<file path="src/source/exec_macros.svh">
// Execution stage widths
//

`ifndef EXEC_MACROS_SVH
`define EXEC_MACROS_SVH

// ------------------------------------------------------------
// datapath
// ------------------------------------------------------------

// register and pc width
`define XLEN 32

// ROB entry index, 16 entries
`define ROB_IDX_LEN 4

// control word shared by all units
`define EU_CTL_LEN 5

`endif

</file>
<file path="src/source/isa_pkg.sv">
// Instruction encodings for the execution units

`include "exec_macros.svh"

package isa_pkg;

  // integer ALU operations
  typedef enum logic [3:0] {
    ADD  = 4'h0,
    SUB  = 4'h1,
    AND  = 4'h2,
    OR   = 4'h3,
    XOR  = 4'h4,
    SLL  = 4'h5,
    SRL  = 4'h6,
    SRA  = 4'h7,
    SLT  = 4'h8,
    SLTU = 4'h9
  } alu_op_t;

  // conditional branches and jumps
  typedef enum logic [2:0] {
    BEQ  = 3'h0,
    BNE  = 3'h1,
    BLT  = 3'h2,
    BGE  = 3'h3,
    BLTU = 3'h4,
    BGEU = 3'h5,
    JAL  = 3'h6,
    JALR = 3'h7
  } branch_op_t;

  // ------------------------------------------------------------
  // control word, read differently by each unit
  // ------------------------------------------------------------
  typedef struct packed {
    logic    imm_sel;  // operand b from the immediate
    alu_op_t op;
  } alu_ctl_t;

  typedef struct packed {
    branch_op_t                             op;
    logic [`EU_CTL_LEN-$bits(branch_op_t)-1:0] pad;
  } bu_ctl_t;

  typedef union packed {
    alu_ctl_t alu;
    bu_ctl_t  bu;
  } eu_ctl_t;

endpackage

</file>
<file path="src/source/exec_pkg.sv">
// Pipeline transport records

`include "exec_macros.svh"

package exec_pkg;

  // target unit of an issued instruction
  typedef enum logic {
    EU_ALU    = 1'b0,
    EU_BRANCH = 1'b1
  } eu_sel_t;

  // ------------------------------------------------------------
  // common data bus
  // ------------------------------------------------------------

  // result tagged with its ROB entry
  typedef struct packed {
    logic [`ROB_IDX_LEN-1:0] rob_idx;
    logic [`XLEN-1:0]        value;
  } cdb_data_t;

  // ------------------------------------------------------------
  // branch resolution towards fetch
  // ------------------------------------------------------------
  typedef struct packed {
    logic [`XLEN-1:0] pc;
    // real next pc of the branch
    logic [`XLEN-1:0] target;
    logic             taken;
    // prediction was wrong, fetch redirects
    logic             mispredict;
  } resolution_t;

endpackage

</file>
<file path="src/source/issue_decoder.sv">
// Issue routing to the execution units

`timescale 1ns/10ps

`include "exec_macros.svh"

module issue_decoder
  import isa_pkg::*;
  import exec_pkg::*;
(
  // issue side
  input  logic             issue_valid_i,
  input  eu_sel_t          issue_eu_sel_i,
  input  eu_ctl_t          issue_eu_ctl_i,
  input  logic [`XLEN-1:0] issue_rs2_i,
  input  logic [`XLEN-1:0] issue_imm_i,
  output logic             issue_ready_o,

  input  logic             flush_i,

  // unit side
  input  logic             alu_ready_i,
  input  logic             bu_ready_i,
  output logic             alu_valid_o,
  output logic             bu_valid_o,
  output logic [`XLEN-1:0] alu_opb_o
);

  logic sel_alu;

  assign sel_alu = (issue_eu_sel_i == EU_ALU);

  // ------------------------------------------------------------
  // handshake routing
  // ------------------------------------------------------------

  // nothing enters while a flush is on
  assign alu_valid_o = issue_valid_i & ~flush_i & sel_alu;
  assign bu_valid_o  = issue_valid_i & ~flush_i & ~sel_alu;

  // ready from the selected unit only
  assign issue_ready_o = ~flush_i & (sel_alu ? alu_ready_i : bu_ready_i);

  // ------------------------------------------------------------
  // alu operand b
  // ------------------------------------------------------------
  // immediate forms (addi, slti, ...) take imm instead of rs2
  assign alu_opb_o = issue_eu_ctl_i.alu.imm_sel ? issue_imm_i : issue_rs2_i;

endmodule

</file>
<file path="src/source/alu_unit.sv">
// Integer ALU with one result slot

`timescale 1ns/10ps

`include "exec_macros.svh"

module alu_unit
  import isa_pkg::*;
  import exec_pkg::*;
(
  input  logic                    clk_i,
  input  logic                    rst_i,
  input  logic                    flush_i,

  // from the decoder
  input  logic                    valid_i,
  output logic                    ready_o,
  input  alu_op_t                 op_i,
  input  logic [`XLEN-1:0]        opa_i,
  input  logic [`XLEN-1:0]        opb_i,
  input  logic [`ROB_IDX_LEN-1:0] rob_idx_i,

  // to the CDB arbiter
  input  logic                    cdb_ready_i,
  output logic                    cdb_valid_o,
  output cdb_data_t               cdb_data_o
);

  logic [`XLEN-1:0] result;
  logic [4:0]       shamt;
  logic             slot_q;
  cdb_data_t        data_q;

  // rv32 shifts only look at the low 5 bits
  assign shamt = opb_i[4:0];

  // ------------------------------------------------------------
  // operation
  // ------------------------------------------------------------
  always_comb begin
    unique case (op_i)
      ADD:     result = opa_i + opb_i;
      SUB:     result = opa_i - opb_i;
      AND:     result = opa_i & opb_i;
      OR:      result = opa_i | opb_i;
      XOR:     result = opa_i ^ opb_i;
      SLL:     result = opa_i << shamt;
      SRL:     result = opa_i >> shamt;
      SRA:     result = $signed(opa_i) >>> shamt;
      // compare ops give 0 or 1
      SLT:     result = {{(`XLEN-1){1'b0}}, $signed(opa_i) < $signed(opb_i)};
      SLTU:    result = {{(`XLEN-1){1'b0}}, opa_i < opb_i};
      default: result = '0;
    endcase
  end

  // ------------------------------------------------------------
  // result slot
  // ------------------------------------------------------------

  // free, or being drained this cycle
  assign ready_o = ~slot_q | cdb_ready_i;

  always_ff @(posedge clk_i) begin
    if (rst_i || flush_i) begin
      slot_q <= 1'b0;
    end else if (valid_i && ready_o) begin
      slot_q <= 1'b1;
    end else if (cdb_ready_i) begin
      slot_q <= 1'b0;
    end
  end

  // payload, loaded on accept
  always_ff @(posedge clk_i) begin
    if (valid_i && ready_o) begin
      data_q.rob_idx <= rob_idx_i;
      data_q.value   <= result;
    end
  end

  assign cdb_valid_o = slot_q;
  assign cdb_data_o  = data_q;

endmodule

</file>
<file path="src/source/branch_unit.sv">
// Branch resolution unit

`timescale 1ns/10ps

`include "exec_macros.svh"

module branch_unit
  import isa_pkg::*;
  import exec_pkg::*;
(
  input  logic                    clk_i,
  input  logic                    rst_i,
  input  logic                    flush_i,

  // from the decoder
  input  logic                    valid_i,
  output logic                    ready_o,
  input  branch_op_t              op_i,
  input  logic [`XLEN-1:0]        rs1_i,
  input  logic [`XLEN-1:0]        rs2_i,
  input  logic [`XLEN-1:0]        imm_i,
  input  logic [`XLEN-1:0]        pc_i,
  input  logic [`XLEN-1:0]        pred_target_i,
  input  logic                    pred_taken_i,
  input  logic [`ROB_IDX_LEN-1:0] rob_idx_i,

  // link value to the CDB arbiter
  input  logic                    cdb_ready_i,
  output logic                    cdb_valid_o,
  output cdb_data_t               cdb_data_o,

  // resolution to fetch
  input  logic                    fe_ready_i,
  output logic                    fe_res_valid_o,
  output resolution_t             fe_res_o
);

  logic             taken;
  logic [`XLEN-1:0] link;
  logic [`XLEN-1:0] jalr_tgt;
  logic [`XLEN-1:0] target;
  logic             slot_q;
  logic             cdb_done_q;
  logic             res_done_q;
  logic             cdb_done_d;
  logic             res_done_d;
  logic             slot_free;
  cdb_data_t        cdb_q;
  resolution_t      res_q;

  // ------------------------------------------------------------
  // resolution
  // ------------------------------------------------------------
  always_comb begin
    unique case (op_i)
      BEQ:     taken = (rs1_i == rs2_i);
      BNE:     taken = (rs1_i != rs2_i);
      BLT:     taken = $signed(rs1_i) < $signed(rs2_i);
      BGE:     taken = $signed(rs1_i) >= $signed(rs2_i);
      BLTU:    taken = rs1_i < rs2_i;
      BGEU:    taken = rs1_i >= rs2_i;
      // jumps always redirect
      default: taken = 1'b1;
    endcase
  end

  assign link     = pc_i + `XLEN'd4;
  // jalr clears bit 0 of the sum
  assign jalr_tgt = (rs1_i + imm_i) & ~`XLEN'd1;

  always_comb begin
    if (!taken) begin
      target = link;
    end else if (op_i == JALR) begin
      target = jalr_tgt;
    end else begin
      target = pc_i + imm_i;
    end
  end

  // ------------------------------------------------------------
  // output slot, two records delivered independently
  // ------------------------------------------------------------
  assign cdb_valid_o    = slot_q & ~cdb_done_q;
  assign fe_res_valid_o = slot_q & ~res_done_q;

  assign cdb_done_d = cdb_done_q | (cdb_valid_o & cdb_ready_i);
  assign res_done_d = res_done_q | (fe_res_valid_o & fe_ready_i);

  // empty, or both records leave this cycle
  assign slot_free = ~slot_q | (cdb_done_d & res_done_d);
  assign ready_o   = slot_free;

  always_ff @(posedge clk_i) begin
    if (rst_i || flush_i) begin
      slot_q     <= 1'b0;
      cdb_done_q <= 1'b0;
      res_done_q <= 1'b0;
    end else if (valid_i && ready_o) begin
      slot_q     <= 1'b1;
      cdb_done_q <= 1'b0;
      res_done_q <= 1'b0;
    end else if (slot_free) begin
      slot_q     <= 1'b0;
      cdb_done_q <= 1'b0;
      res_done_q <= 1'b0;
    end else begin
      cdb_done_q <= cdb_done_d;
      res_done_q <= res_done_d;
    end
  end

  always_ff @(posedge clk_i) begin
    if (valid_i && ready_o) begin
      cdb_q.rob_idx    <= rob_idx_i;
      cdb_q.value      <= link;
      res_q.pc         <= pc_i;
      res_q.target     <= target;
      res_q.taken      <= taken;
      // wrong direction, or taken to the wrong place
      res_q.mispredict <= (taken != pred_taken_i) || (taken && (target != pred_target_i));
    end
  end

  assign cdb_data_o = cdb_q;
  assign fe_res_o   = res_q;

endmodule

</file>
<file path="src/source/cdb_arbiter.sv">
// Round-robin CDB arbiter

`timescale 1ns/10ps

module cdb_arbiter
  import exec_pkg::*;
(
  input  logic      clk_i,
  input  logic      rst_i,

  // requesters
  input  logic      alu_valid_i,
  input  cdb_data_t alu_data_i,
  output logic      alu_ready_o,
  input  logic      bu_valid_i,
  input  cdb_data_t bu_data_i,
  output logic      bu_ready_o,

  // bus
  input  logic      cdb_ready_i,
  output logic      cdb_valid_o,
  output cdb_data_t cdb_data_o
);

  eu_sel_t last_q;
  eu_sel_t hold_q;
  eu_sel_t rr_gnt;
  eu_sel_t gnt;
  logic    stall_q;
  logic    hold_valid;

  // both asking, the one not served last wins
  always_comb begin
    if (alu_valid_i && bu_valid_i) begin
      rr_gnt = (last_q == EU_ALU) ? EU_BRANCH : EU_ALU;
    end else if (bu_valid_i) begin
      rr_gnt = EU_BRANCH;
    end else begin
      rr_gnt = EU_ALU;
    end
  end

  // a stalled record keeps the bus until it moves
  assign hold_valid = stall_q & ((hold_q == EU_ALU) ? alu_valid_i : bu_valid_i);
  assign gnt        = hold_valid ? hold_q : rr_gnt;

  assign cdb_valid_o = alu_valid_i | bu_valid_i;
  assign cdb_data_o  = (gnt == EU_BRANCH) ? bu_data_i : alu_data_i;
  assign alu_ready_o = cdb_ready_i & (gnt == EU_ALU);
  assign bu_ready_o  = cdb_ready_i & (gnt == EU_BRANCH);

  always_ff @(posedge clk_i) begin
    if (rst_i) begin
      last_q  <= EU_BRANCH;
      stall_q <= 1'b0;
    end else begin
      stall_q <= cdb_valid_o & ~cdb_ready_i;
      // last grant moves on a transfer only
      if (cdb_valid_o && cdb_ready_i) begin
        last_q <= gnt;
      end
    end
  end

  always_ff @(posedge clk_i) begin
    hold_q <= gnt;
  end

endmodule

</file>
<file path="src/source/exec_stage.sv">
// Execution stage top level

`timescale 1ns/10ps

`include "exec_macros.svh"

module exec_stage
  import isa_pkg::*;
  import exec_pkg::*;
(
  input  logic                    clk_i,
  input  logic                    rst_i,
  input  logic                    flush_i,

  // issue
  input  logic                    issue_valid_i,
  output logic                    issue_ready_o,
  input  eu_sel_t                 issue_eu_sel_i,
  input  eu_ctl_t                 issue_eu_ctl_i,
  input  logic [`XLEN-1:0]        issue_rs1_i,
  input  logic [`XLEN-1:0]        issue_rs2_i,
  input  logic [`XLEN-1:0]        issue_imm_i,
  input  logic [`ROB_IDX_LEN-1:0] issue_rob_idx_i,
  input  logic [`XLEN-1:0]        issue_pc_i,
  input  logic [`XLEN-1:0]        issue_pred_target_i,
  input  logic                    issue_pred_taken_i,

  // common data bus
  input  logic                    cdb_ready_i,
  output logic                    cdb_valid_o,
  output cdb_data_t               cdb_data_o,

  // fetch
  input  logic                    fe_ready_i,
  output logic                    fe_res_valid_o,
  output resolution_t             fe_res_o
);

  logic             alu_valid;
  logic             alu_ready;
  logic             bu_valid;
  logic             bu_ready;
  logic [`XLEN-1:0] alu_opb;
  logic             alu_cdb_valid;
  logic             alu_cdb_ready;
  cdb_data_t        alu_cdb_data;
  logic             bu_cdb_valid;
  logic             bu_cdb_ready;
  cdb_data_t        bu_cdb_data;

  // ------------------------------------------------------------
  // decode
  // ------------------------------------------------------------
  issue_decoder u_issue_decoder (
    .issue_valid_i (issue_valid_i),
    .issue_eu_sel_i(issue_eu_sel_i),
    .issue_eu_ctl_i(issue_eu_ctl_i),
    .issue_rs2_i   (issue_rs2_i),
    .issue_imm_i   (issue_imm_i),
    .issue_ready_o (issue_ready_o),
    .flush_i       (flush_i),
    .alu_ready_i   (alu_ready),
    .bu_ready_i    (bu_ready),
    .alu_valid_o   (alu_valid),
    .bu_valid_o    (bu_valid),
    .alu_opb_o     (alu_opb)
  );

  // ------------------------------------------------------------
  // execute
  // ------------------------------------------------------------
  alu_unit u_alu_unit (
    .clk_i      (clk_i),
    .rst_i      (rst_i),
    .flush_i    (flush_i),
    .valid_i    (alu_valid),
    .ready_o    (alu_ready),
    .op_i       (issue_eu_ctl_i.alu.op),
    .opa_i      (issue_rs1_i),
    .opb_i      (alu_opb),
    .rob_idx_i  (issue_rob_idx_i),
    .cdb_ready_i(alu_cdb_ready),
    .cdb_valid_o(alu_cdb_valid),
    .cdb_data_o (alu_cdb_data)
  );

  branch_unit u_branch_unit (
    .clk_i         (clk_i),
    .rst_i         (rst_i),
    .flush_i       (flush_i),
    .valid_i       (bu_valid),
    .ready_o       (bu_ready),
    .op_i          (issue_eu_ctl_i.bu.op),
    .rs1_i         (issue_rs1_i),
    .rs2_i         (issue_rs2_i),
    .imm_i         (issue_imm_i),
    .pc_i          (issue_pc_i),
    .pred_target_i (issue_pred_target_i),
    .pred_taken_i  (issue_pred_taken_i),
    .rob_idx_i     (issue_rob_idx_i),
    .cdb_ready_i   (bu_cdb_ready),
    .cdb_valid_o   (bu_cdb_valid),
    .cdb_data_o    (bu_cdb_data),
    .fe_ready_i    (fe_ready_i),
    .fe_res_valid_o(fe_res_valid_o),
    .fe_res_o      (fe_res_o)
  );

  // ------------------------------------------------------------
  // result
  // ------------------------------------------------------------
  cdb_arbiter u_cdb_arbiter (
    .clk_i      (clk_i),
    .rst_i      (rst_i),
    .alu_valid_i(alu_cdb_valid),
    .alu_data_i (alu_cdb_data),
    .alu_ready_o(alu_cdb_ready),
    .bu_valid_i (bu_cdb_valid),
    .bu_data_i  (bu_cdb_data),
    .bu_ready_o (bu_cdb_ready),
    .cdb_ready_i(cdb_ready_i),
    .cdb_valid_o(cdb_valid_o),
    .cdb_data_o (cdb_data_o)
  );

endmodule

</file>
<file path="config.mk">
export PLATFORM = sky130hd
export DESIGN_NAME = exec_stage
export DESIGN_NICKNAME = d
export VERILOG_FILES = /design/src/source/isa_pkg.sv /design/src/source/exec_pkg.sv /design/src/source/issue_decoder.sv /design/src/source/alu_unit.sv /design/src/source/branch_unit.sv /design/src/source/cdb_arbiter.sv /design/src/source/exec_stage.sv
export VERILOG_INCLUDE_DIRS = /design/src /design/src/source
export SDC_FILE = /design/constraint.sdc
export NUM_CORES = 1
export LEC_CHECK = 0
export ABC_AREA = 0
export BUFFER_PORTS_ARGS = -buffer_cell sky130_fd_sc_hd__buf_2
export CAP_MARGIN = 40
export CORE_ASPECT_RATIO = 1.75
export CORE_MARGIN = 5
export CORE_UTILIZATION = 29
export DETAILED_ROUTE_END_ITERATION = 10
export PLACE_DENSITY = 0.43
export SLEW_MARGIN = 15
export SYNTH_ARGS = -nofsm -noshare
export SYNTH_HDL_FRONTEND = slang
export SYNTH_SLANG_ARGS = --single-unit
</file>
<file path="constraint.sdc">
create_clock -name clk_i -period 9.78 [get_ports clk_i]
set_clock_uncertainty 0.2 [all_clocks]
set_input_delay 0.978 -clock clk_i [delete_from_list [all_inputs] [get_ports clk_i]]
set_output_delay 0.978 -clock clk_i [all_outputs]
set_load 0.005 [all_outputs]
</file>
==> run metrics, run 1 <==
number of antenna violations at the first check in global routing=3; minimum clock period=6310 ps; Setup-failing EPs final=0; first-pass GRT wire length=145 mm; Cell Chain, Critical Path=buf_2 > buf_4 > mux2i_4 > buf_4 > inv_2 > ha_1 > inv_1 > fa_1 > nor2b_1 > o21ai_0 > a21oi_1 > nor4_1 > o31a_1 > a31oi_1 > a21o_1 > a211oi_1 > nor4b_1 > nor2_1 > nor4b_1 > o221ai_1; Starting Density=0.292; max-slew violations=0; Num CTS Buffers=17; Adder-Cell Fraction of Synth Area=0.126; actual slew at the worst max-slew pin=about 960 ps; Design Area, Final=22,600 µm²; final hold violation count=0; commonest non-fill, non-tap cell in the layout=buf_2; I/O pins=about 280; FP Rows=126; Crit Path Class=primary input to register; gr ovfl total=0; CTS Hold Bufs=0; die height=~350 µm; Die Area=73,300 µm²; Leakage=roughly 9.7 nW; highest-count cells in the layout ignoring fill and taps=buf_2, nor2_1, nand2_1; Area growth syn-to-layout=15.2%; CP Max Fanout=69; Post-Route Setup TNS=0 ps; Compound-Gate Fraction of Synth Area=0.298; clock tree root driver cell=clkbuf_16; GRT Total Usage=0.267; largest net degree at the start of global routing=70; Die X-Extent=207 µm; share of Yosys cell area claimed by the top area cell type=0.208; Hold Path Class=register to register; clk_lat worst skew=about 460 ps; WP data arrival=6290 ps; post-CTS sizing=0; wire per inst=27.8 µm; CTS Sinks=143; proportion of layout cells with a drive suffix above 1=0.159; mux share of post-synthesis cell area=0.0778; multi-input logic area=14,300 µm²; Synth Instances=2,558; peak supply drop=between 0.09 and 0.1 mV; # fillers=~7,300; vias in the first global route=21,300; slowest cell delay on critical path=570 ps; fmax=about 0.16 GHz; DRC errors left=0; DR iter-0 viols=1,484; relative slew slack=0.340; maximum clock path buffer count=2; ys async rst share=0; largest family of logic cells by synthesized area=compound AO/OA/AOI/OAI gates; post-synthesis xor/xnor area fraction=0.0374; post-synth top area cell=edfxtp_1; Pre-Repair DR Iteration Count=5; Synth Area in Simple Gates=0.186; Post-synth EDFFs=136; hold_ws=slightly below 300 ps; Setup Fix Bufs, Post-CTS=0; RSZ-0062 raised after global routing=no; Sequential cell area=4220 µm²; outcome=finished, final reports clean; post-synth cell types=just under 90; Post-Layout Cell Count=3,676; CTS H-tree depth=4; Port-buffer cells=about 280; DP Area=approximately 22,000 µm²; Seq/Total Area, Yosys=0.215; antenna-violating nets left=0; Post-synth top flop=edfxtp_1; DP Wirelength=approximately 83 mm; CTS tree=yes; fin nets=3,136; post-synth net total=approximately 2,900; Worst setup EP type=register; Vias=21,300; Syn Std Cell Area=between 15,000 and 20,000 µm²; core area=67,300 µm²; crit share post-route=0.645; Req. time, crit path=9760 ps; post-DR vias/cell=~5.8; synthesized area per cell=just under 8 µm²; max_cap viols=0; Routed Wire Length=102 mm; GPL Wtd Cong=0.977; Synth area leaders=edfxtp_1, ha_1, a21oi_1; Ys Warns=0; Synth Register Bits=about 140; PD cells=120 nW/µm²; Crit-path slowest cell=a31oi_1; Worst-path clk slew=70 ps; DP Cell Count=between 3,000 and 4,000; Worst Setup Start Kind=primary input
## cell usage after synthesis, types with 12 or more instances
master     number
a22oi_1        18
and3_1         24
a21oi_1       220
a31oi_1        31
nand2b_1       18
o22ai_1        25
mux2i_1       102
nand3_1        59
mux2_2         40
nor4_1         17
nor2_1        265
nand2_1       236
inv_1         166
ha_1          191
nand4_1        24
a21o_1         51
o31ai_1        20
and2_1         12
xnor2_1        52
o221ai_1       25
clkbuf_1       93
o21ai_0       210
o21bai_1       25
xor2_1         32
edfxtp_1      136
nor2b_1        17
buf_1          22
o21a_1         48
buf_2          15
o211ai_1       42
a221oi_1       18
a211oi_1       36
a2111oi_0      12
nor3_1         54
o2111ai_1      15
## report_power, final
part           internal, mW  switching (mW)  total [mW]  leakage, nW
registers             0.711         0.00812       0.719         1.31
logic                 0.435           0.866        1.30         8.05
clock network         0.385           0.318       0.703        0.288
total                  1.53            1.19        2.72         9.65
## sequential cells by signal, indices dropped and copies added (netlist names)
name and flops:
u_branch_unit.cdb_done_q 1, u_branch_unit.fe_res_o 66, u_cdb_arbiter.stall_q 1, u_alu_unit.cdb_valid_o 1
u_cdb_arbiter.hold_q 1, u_branch_unit.cdb_data_o 34, u_branch_unit.res_done_q 1, u_cdb_arbiter.last_q 1
u_alu_unit.cdb_data_o 36, u_branch_unit.slot_q 1
## metrics by stage
stage,total power [mW],setup slack (ps),utilization
after floorplan,1.54,3970,-
after global placement,2.01,2870,0.327
after detailed placement,2.02,2740,0.327
after CTS,2.73,3230,0.336
after global routing,2.86,3180,0.336
final,2.72,3470,0.336
## routing by layer
layer  share of wire  GRT usage
met1            0.37      0.295
met2            0.52      0.500
met3           0.044     0.0239
met4           0.057      0.135
met5               0          0
## final cells by class
class | instances | area share
clock buffers | 18 | 0.0189
well taps | 896 | 0.0495
inverters | 168 | 0.0278
clock inverters | 14 | 0.00751
diodes | 3 | 0.000331
flip-flops and latches | 143 | 0.186
multi-input cells | 2112 | 0.633
repair buffers | 322 | 0.0762
## cell families after synthesis
group,Yosys count
xor+xnor,84
mux,145
flops,143
simple gates,790
fa+ha+maj,195
buf+inv,303
compound gates,898
## worst paths after layout
| path | slack [ps] | startpoint | end | depth (start not counted) |
|---|---|---|---|---|
| setup / recovery | 3470 | issue_eu_ctl_i[4] | u_alu_unit.cdb_data_o[0] | 20 |
| hold / removal | 290 | u_branch_unit.slot_q | u_branch_unit.res_done_q | 1 |
| setup reg to reg | 6120 | u_branch_unit.slot_q | u_branch_unit.fe_res_o[39] | 8 |
| hold reg to reg | 290 | u_branch_unit.slot_q | u_branch_unit.res_done_q | 1 |
## critical path: cells and delay by family
kind | cells | cell delay (ps)
AND/OR/NAND/NOR | 5 | 1130
buffers and inverters | 5 | 1380
adder cells (fa/ha/maj) | 2 | 440
multiplexers | 1 | 320
AO/OA/AOI/OAI | 7 | 1980
Note: power is estimated with default switching activity, not from simulation.
==> run 2, diff against run 1 <==
==> constraint.sdc (replaced) <==
create_clock -name clk_i -period 6.3 [get_ports clk_i]
set_clock_uncertainty 0.2 [all_clocks]
set_input_delay 0.63 -clock clk_i [delete_from_list [all_inputs] [get_ports clk_i]]
set_output_delay 0.63 -clock clk_i [all_outputs]
set_load 0.005 [all_outputs]
==> run 2 against run 1 <==
Against the previous run: critical path depth decreased by 5; sequential share of layout area decreased by 0.11 points; count of clock-buffer cells in the layout unchanged; clock power increased by 51%; global-route usage increased by 0.77 points; wire length increased by 3.0%; via count increased by 2.0%; die area unchanged; final cell count increased by 0.68%; core utilization increased by 0.21 points; worst setup slack got worse by 2100 ps.
==> run metrics, run 2 (synthesis results as in run 1) <==
fin nets=3,162; DR iter-0 viols=1,696; Die X-Extent=slightly above 200 µm; CTS H-tree depth=4; Die Area=73,300 µm²; die height=354 µm; post-DR vias/cell=between 5 and 6; Starting Density=0.292; max reg flops=66; Worst Setup Start Kind=primary input; core area=67,300 µm²; proportion of layout cells with a drive suffix above 1=0.167; first-pass GRT wire length=~150 mm; Crit Path Class=primary input to register; met1 wire length=39.5 mm; CP Max Fanout=30; WP data arrival=4960 ps; Clk network pwr share=0.250; Most common cell on crit path=buf_4; Port-buffer cells=between 200 and 300; Req. time, crit path=6290 ps; Hold Startpoint=issue_rob_idx_i[0]; worst reg-to-reg setup slack=2350 ps; Int Pwr=between 2 and 2.5 mW; logic gate share of total power=0.487; GPL Wtd Cong=1.01; R2R Path Start=u_branch_unit.slot_q; Worst-path clk slew=approximately 70 ps; minimum clock period=4970 ps; WL met2=54.0 mm; vias in the first global route=21,900; DP Area=22,200 µm²; Pre-Repair DR Iteration Count=6; max-slew violations=0; maximum clock path buffer count=2; Cell Chain, Critical Path=buf_2 > buf_4 > buf_4 > nand2_1 > o21a_1 > ha_1 > nand3_1 > nor3_1 > inv_1 > o41ai_1 > a31oi_1 > o31ai_1 > nor2_1 > a2111oi_0 > a21oi_1; post-CTS sizing=0; I/O pins=about 280; DP Wirelength=approximately 85 mm; worst r2r path cells=7; Seq pwr share=0.263; crit share post-route=0.788; CTS tree=yes; CTS Hold Bufs=0; antenna-violating nets left=0; Hold Path Class=primary input to register; relative slew slack=0.409; outcome=finished, final reports clean; met3 routed WL=around 5.0 mm; Num CTS Buffers=17; wire per inst=28.4 µm; Sw Pwr=1.89 mW; max layer used=met4; Vias=21,700; Crit-path slowest cell=o41ai_1; gr ovfl total=0; Area growth syn-to-layout=15.9%; Routed Wire Length=105 mm; GRT Total Usage=0.275; max_cap viols=0; final core utilization=0.339; Post-Route Setup TNS=0 ps; # fillers=7,274; PD cells=186 nW/µm²; Post-Layout Cell Count=3,701; launch point of the worst path=issue_eu_ctl_i[4]; DRC errors left=0; FP Rows=roughly 130; Design Area, Final=22,800 µm²; final hold violation count=0; commonest non-fill, non-tap cell in the layout=buf_2; actual slew at the worst max-slew pin=slightly below 900 ps; clk_lat worst skew=between 400 and 500 ps; FF-to-FF End=u_branch_unit.fe_res_o[36]; clock tree root driver cell=clkbuf_16; number of antenna violations at the first check in global routing=4; slowest cell delay on critical path=between 600 and 700 ps; DP Cell Count=3,667; net switching fraction of the power=0.444; CP Capture Point=u_alu_unit.cdb_data_o[29]; Setup-failing EPs final=0; Worst setup EP type=register; CTS Sinks=143; Leakage=9.76 nW; fmax=0.201 GHz; Setup Fix Bufs, Post-CTS=0; highest-count cells in the layout ignoring fill and taps=buf_2, nor2_1, nand2_1; RSZ-0062 raised after global routing=no; hold_ws=roughly 160 ps; peak supply drop=0.193 mV; largest net degree at the start of global routing=62
run 2: cell types whose count changed in the layout (fill, tap and decap cells not counted), sizes merged:
cell / change
bufinv: -1
clkinv: +1
diode: -1
buf: +26
run 2: how the worst min path moves through the flow:
stage,end,slack [ps],cells after the start
after global placement,u_cdb_arbiter.last_q,280,1
after floorplan,u_cdb_arbiter.last_q,260,1
after detailed placement,u_cdb_arbiter.last_q,280,1
final,u_branch_unit.cdb_data_o[32],160,1
after global routing,u_branch_unit.cdb_data_o[34],130,1
after CTS,u_branch_unit.cdb_data_o[32],120,1
run 2: power groups by stage:
stage / Clock, mW / Sequential (mW) / Combinational (mW)
after CTS: 1.09 / 1.12 / 2.04
after detailed placement: 0 / 1.14 / 2.03
after global placement: 0 / 1.14 / 2.03
final: 1.06 / 1.12 / 2.07
after floorplan: 0 / 1.14 / 1.25
after global routing: 1.12 / 1.12 / 2.22
run 2: stage by stage:
step	total power [mW]	setup WS [ps]
floorplan	2.39	840
global placement	3.17	704
detailed placement	3.17	711
CTS	4.25	1190
global route	4.46	926
finish	4.25	1330
run 2: critical path: cells and delay by family:
kind                     cells  cell delay, ps
adder cells (fa/ha/maj)      1             500
buffers and inverters        4            1100
AO/OA/AOI/OAI                6            1960
AND/OR/NAND/NOR              4             720
run 2: per-layer routing:
metal  track usage  up-vias
li1              -     9981
met1         0.306    10500
met2         0.504      949
met3        0.0257      253
met4         0.152        0
met5             0        -
run 2: final cells by class:
type	count	area, µm²	area share
Sequential cell	143	4220	0.185
Antenna cell	2	5.00	0.000220
Inverter	168	631	0.0277
Multi-Input combinational cell	2112	14300	0.629
Timing Repair Buffer	348	1900	0.0832
Tap cell	896	1120	0.0492
Clock inverter	14	145	0.00637
Clock buffer	18	439	0.0193
==> run 3, diff against run 2 <==
--- a/config.mk
+++ b/config.mk
@@ -6,14 +6,14 @@
 export SDC_FILE = /design/constraint.sdc
 export NUM_CORES = 1
 export LEC_CHECK = 0
-export ABC_AREA = 0
+export ABC_AREA = 1
 export BUFFER_PORTS_ARGS = -buffer_cell sky130_fd_sc_hd__buf_2
 export CAP_MARGIN = 40
 export CORE_ASPECT_RATIO = 1.75
 export CORE_MARGIN = 5
 export CORE_UTILIZATION = 29
 export DETAILED_ROUTE_END_ITERATION = 10
-export PLACE_DENSITY = 0.43
+export PLACE_DENSITY = 0.45
 export SLEW_MARGIN = 15
 export SYNTH_ARGS = -nofsm -noshare
 export SYNTH_HDL_FRONTEND = slang
==> constraint.sdc (replaced) <==
create_clock -name clk_i -period 4.35 [get_ports clk_i]
set_clock_uncertainty 0.2 [all_clocks]
set_input_delay 0.435 -clock clk_i [delete_from_list [all_inputs] [get_ports clk_i]]
set_output_delay 0.435 -clock clk_i [all_outputs]
set_load 0.005 [all_outputs]
==> run 3 against run 2 <==
Against the previous run: final cell count is 24% higher; wire length is 11% higher; flip-flop and latch count stayed put; largest cell class unchanged; sequential power is 43% higher; register-to-register slack worse by 780 ps; critical path depth is 3 higher; synthesized area is 2.6% higher; largest power group unchanged; critical endpoint is now u_alu_unit.cdb_data_o[27]; core utilization is 1.9 points higher; via count is 11% higher; first-iteration DRC count is 4.5% lower.
==> run metrics, run 3 <==
Ys Warns=0; GRT Max-Usage Layer=met2; post-synth net total=about 3,600; ys async rst share=0; Starting Density=0.291; Syn Std Cell Area=around 20,000 µm²; Synth area leaders=edfxtp_1, nand2_1, ha_1; Worst Setup Start Kind=primary input; Synth Register Bits=roughly 140; Hold Path Class=primary input to register; synth cell count leaders=nand2_1, inv_1, o21ai_0, nor2_1, a21oi_1; Synth Instances=3,220; Post-synth top flop=edfxtp_1; Setup Fix Bufs, Post-CTS=0; Post-Route Setup TNS=0 ps; # fillers=7,836; first-pass GRT wire length=165 mm; DP Wirelength=~100 mm; Req. time, crit path=4350 ps; Vias=24,200; PD cells=252 nW/µm²; max_cap viols=0; I/O pins=282; number of antenna violations at the first check in global routing=14; CTS tree=yes; Leakage=12.2 nW; final core utilization=0.357; minimum clock period=3900 ps; actual slew at the worst max-slew pin=between 900 and 1000 ps; GR Util met2=0.546; core area=69,300 µm²; max reg flops=66; Worst-path clk slew=70 ps; Pre-Repair DR Iteration Count=6; Worst setup EP type=register; peak supply drop=0.353 mV; maximum clock path buffer count=2; Crit-path slowest cell=ha_1; Setup-failing EPs final=0; slowest cell delay on critical path=330 ps; Total Power=6.24 mW; outcome=finished, final reports clean; relative slew slack=0.379; CTS Sinks=143; clk_lat worst skew=~460 ps; Die X-Extent=around 210 µm; GPL Wtd Cong=around 1.0; wire per inst=25.4 µm; RSZ-0062 raised after global routing=no; crit share post-route=0.896; vias in the first global route=24,800; clock tree root driver cell=clkbuf_16; highest-count cells in the layout ignoring fill and taps=nand2_1, inv_1, o21ai_0; post-synth cell types=63; FP Rows=128; DR iter-0 viols=1,620; DRC errors left=0; GRT Total Usage=0.298; Die Area=between 70,000 and 80,000 µm²; CTS H-tree depth=4; die height=around 360 µm; M3 GR Usage=0.0409; Cell Chain, Critical Path=buf_2 > inv_2 > buf_4 > buf_4 > or2_2 > o21ai_0 > ha_1 > a21oi_1 > o21ai_0 > a21oi_1 > nand2_1 > a21boi_1 > o21ai_0 > a21oi_1 > o21ai_1 > or2_2 > nand3_1 > o211ai_1; proportion of layout cells with a drive suffix above 1=0.174; post-synth top area cell=edfxtp_1; Post-synth EDFFs=136; post-DR vias/cell=5.28; met1 Use GR=0.298; antenna-violating nets left=0; fmax=0.257 GHz; share of Yosys cell area claimed by the top area cell type=0.202; Area growth syn-to-layout=22.9%; CP Max Fanout=26; commonest non-fill, non-tap cell in the layout=nand2_1; post-CTS sizing=0; largest net degree at the start of global routing=78; Port-buffer cells=around 280; fin nets=roughly 4,000; Seq/Total Area, Yosys=0.209; Routed Wire Length=around 120 mm; most frequent cell after synthesis=nand2_1; gr ovfl total=0; Num CTS Buffers=17; WP data arrival=slightly below 4000 ps; synthesized area per cell=between 6 and 7 µm²; max-slew violations=0; Crit Path Class=primary input to register; final hold violation count=0
run 3: cell count changes after synthesis, sizes merged, moves of 22 or more:
| cell | previous run | this run |
|---|---|---|
| nand2 | 236 | 828 |
| xnor2 | 52 | 24 |
| mux2i | 103 | 29 |
| inv | 168 | 424 |
| a211oi | 37 | 6 |
| o21a | 49 | 22 |
| and3 | 24 | 2 |
| nand3 | 59 | 220 |
| a21o | 51 | 14 |
| a21oi | 221 | 247 |
| or2 | 11 | 51 |
| mux2 | 40 | 0 |
| o21ai | 213 | 353 |
run 3: per-layer routing:
layer / vias to the layer above / wire [µm]
met1: 11300 / 40200
met4: 6 / 12100
met2: 902 / 58900
li1: 11700 / -
met5: - / 46
met3: 305 / 5090
run 3: layout make-up:
type | count | area, µm² | area share
inverters | 426 | 1600 | 0.0646
clock inverters | 11 | 106 | 0.00429
flip-flops and latches | 143 | 4220 | 0.170
multi-input cells | 2530 | 13900 | 0.559
diodes | 10 | 25.0 | 0.00101
well taps | 910 | 1140 | 0.0459
repair buffers | 528 | 3400 | 0.137
clock buffers | 21 | 440 | 0.0178
run 3: worst paths after layout:
path                                 to  cells after the start                 start  slack [ps]
min                u_branch_unit.slot_q                      3               flush_i         100
min reg2reg        u_cdb_arbiter.last_q                      2  u_cdb_arbiter.last_q         270
max           u_alu_unit.cdb_data_o[27]                     18     issue_eu_ctl_i[4]         450
max reg2reg  u_branch_unit.fe_res_o[44]                     13  u_branch_unit.slot_q        1570
run 3: timing repair:
item | in CTS | in global routing
endpoints found under the hold margin | 10 | 0
hold buffers | 7 | 0
setup endpoints to repair | 0 | 0
run 3: power by group:
group          leakage [nW]  switching (mW)  internal [mW]
Sequential             1.32          0.0176           1.59
Combinational          10.6            2.17           1.06
Clock                 0.259           0.624          0.790
run 3: metrics by stage:
step | instance area [µm²] | std cells | hold slack, ps | setup slack [ps]
global placement | 24100 | 4528 | 250 | 82.4
floorplan | 20200 | 3220 | 221 | 128
detailed placement | 24100 | 4529 | 253 | 48.7
finish | 24800 | 4579 | 95.0 | 454
global route | 24800 | 4569 | 60.2 | 184
CTS | 24800 | 4568 | 69.7 | 530
run 3: logic make-up after synthesis:
| kind of cell | synth area share |
|---|---|
| DFF | 0.209 |
| AOI/OAI and AO/OA | 0.214 |
| xor gates and xnor gates | 0.0200 |
| and+or+nand+nor | 0.313 |
| adders and majority gates | 0.122 |
| muxes | 0.0144 |
| buffers and inverters | 0.107 |
run 3: worst max-delay path: cells and delay by family:
family	cells	cell delay, ps
buffers and inverters	4	500
and+or+nand+nor	4	840
AOI/OAI and AO/OA	9	1810
adders and majority gates	1	330
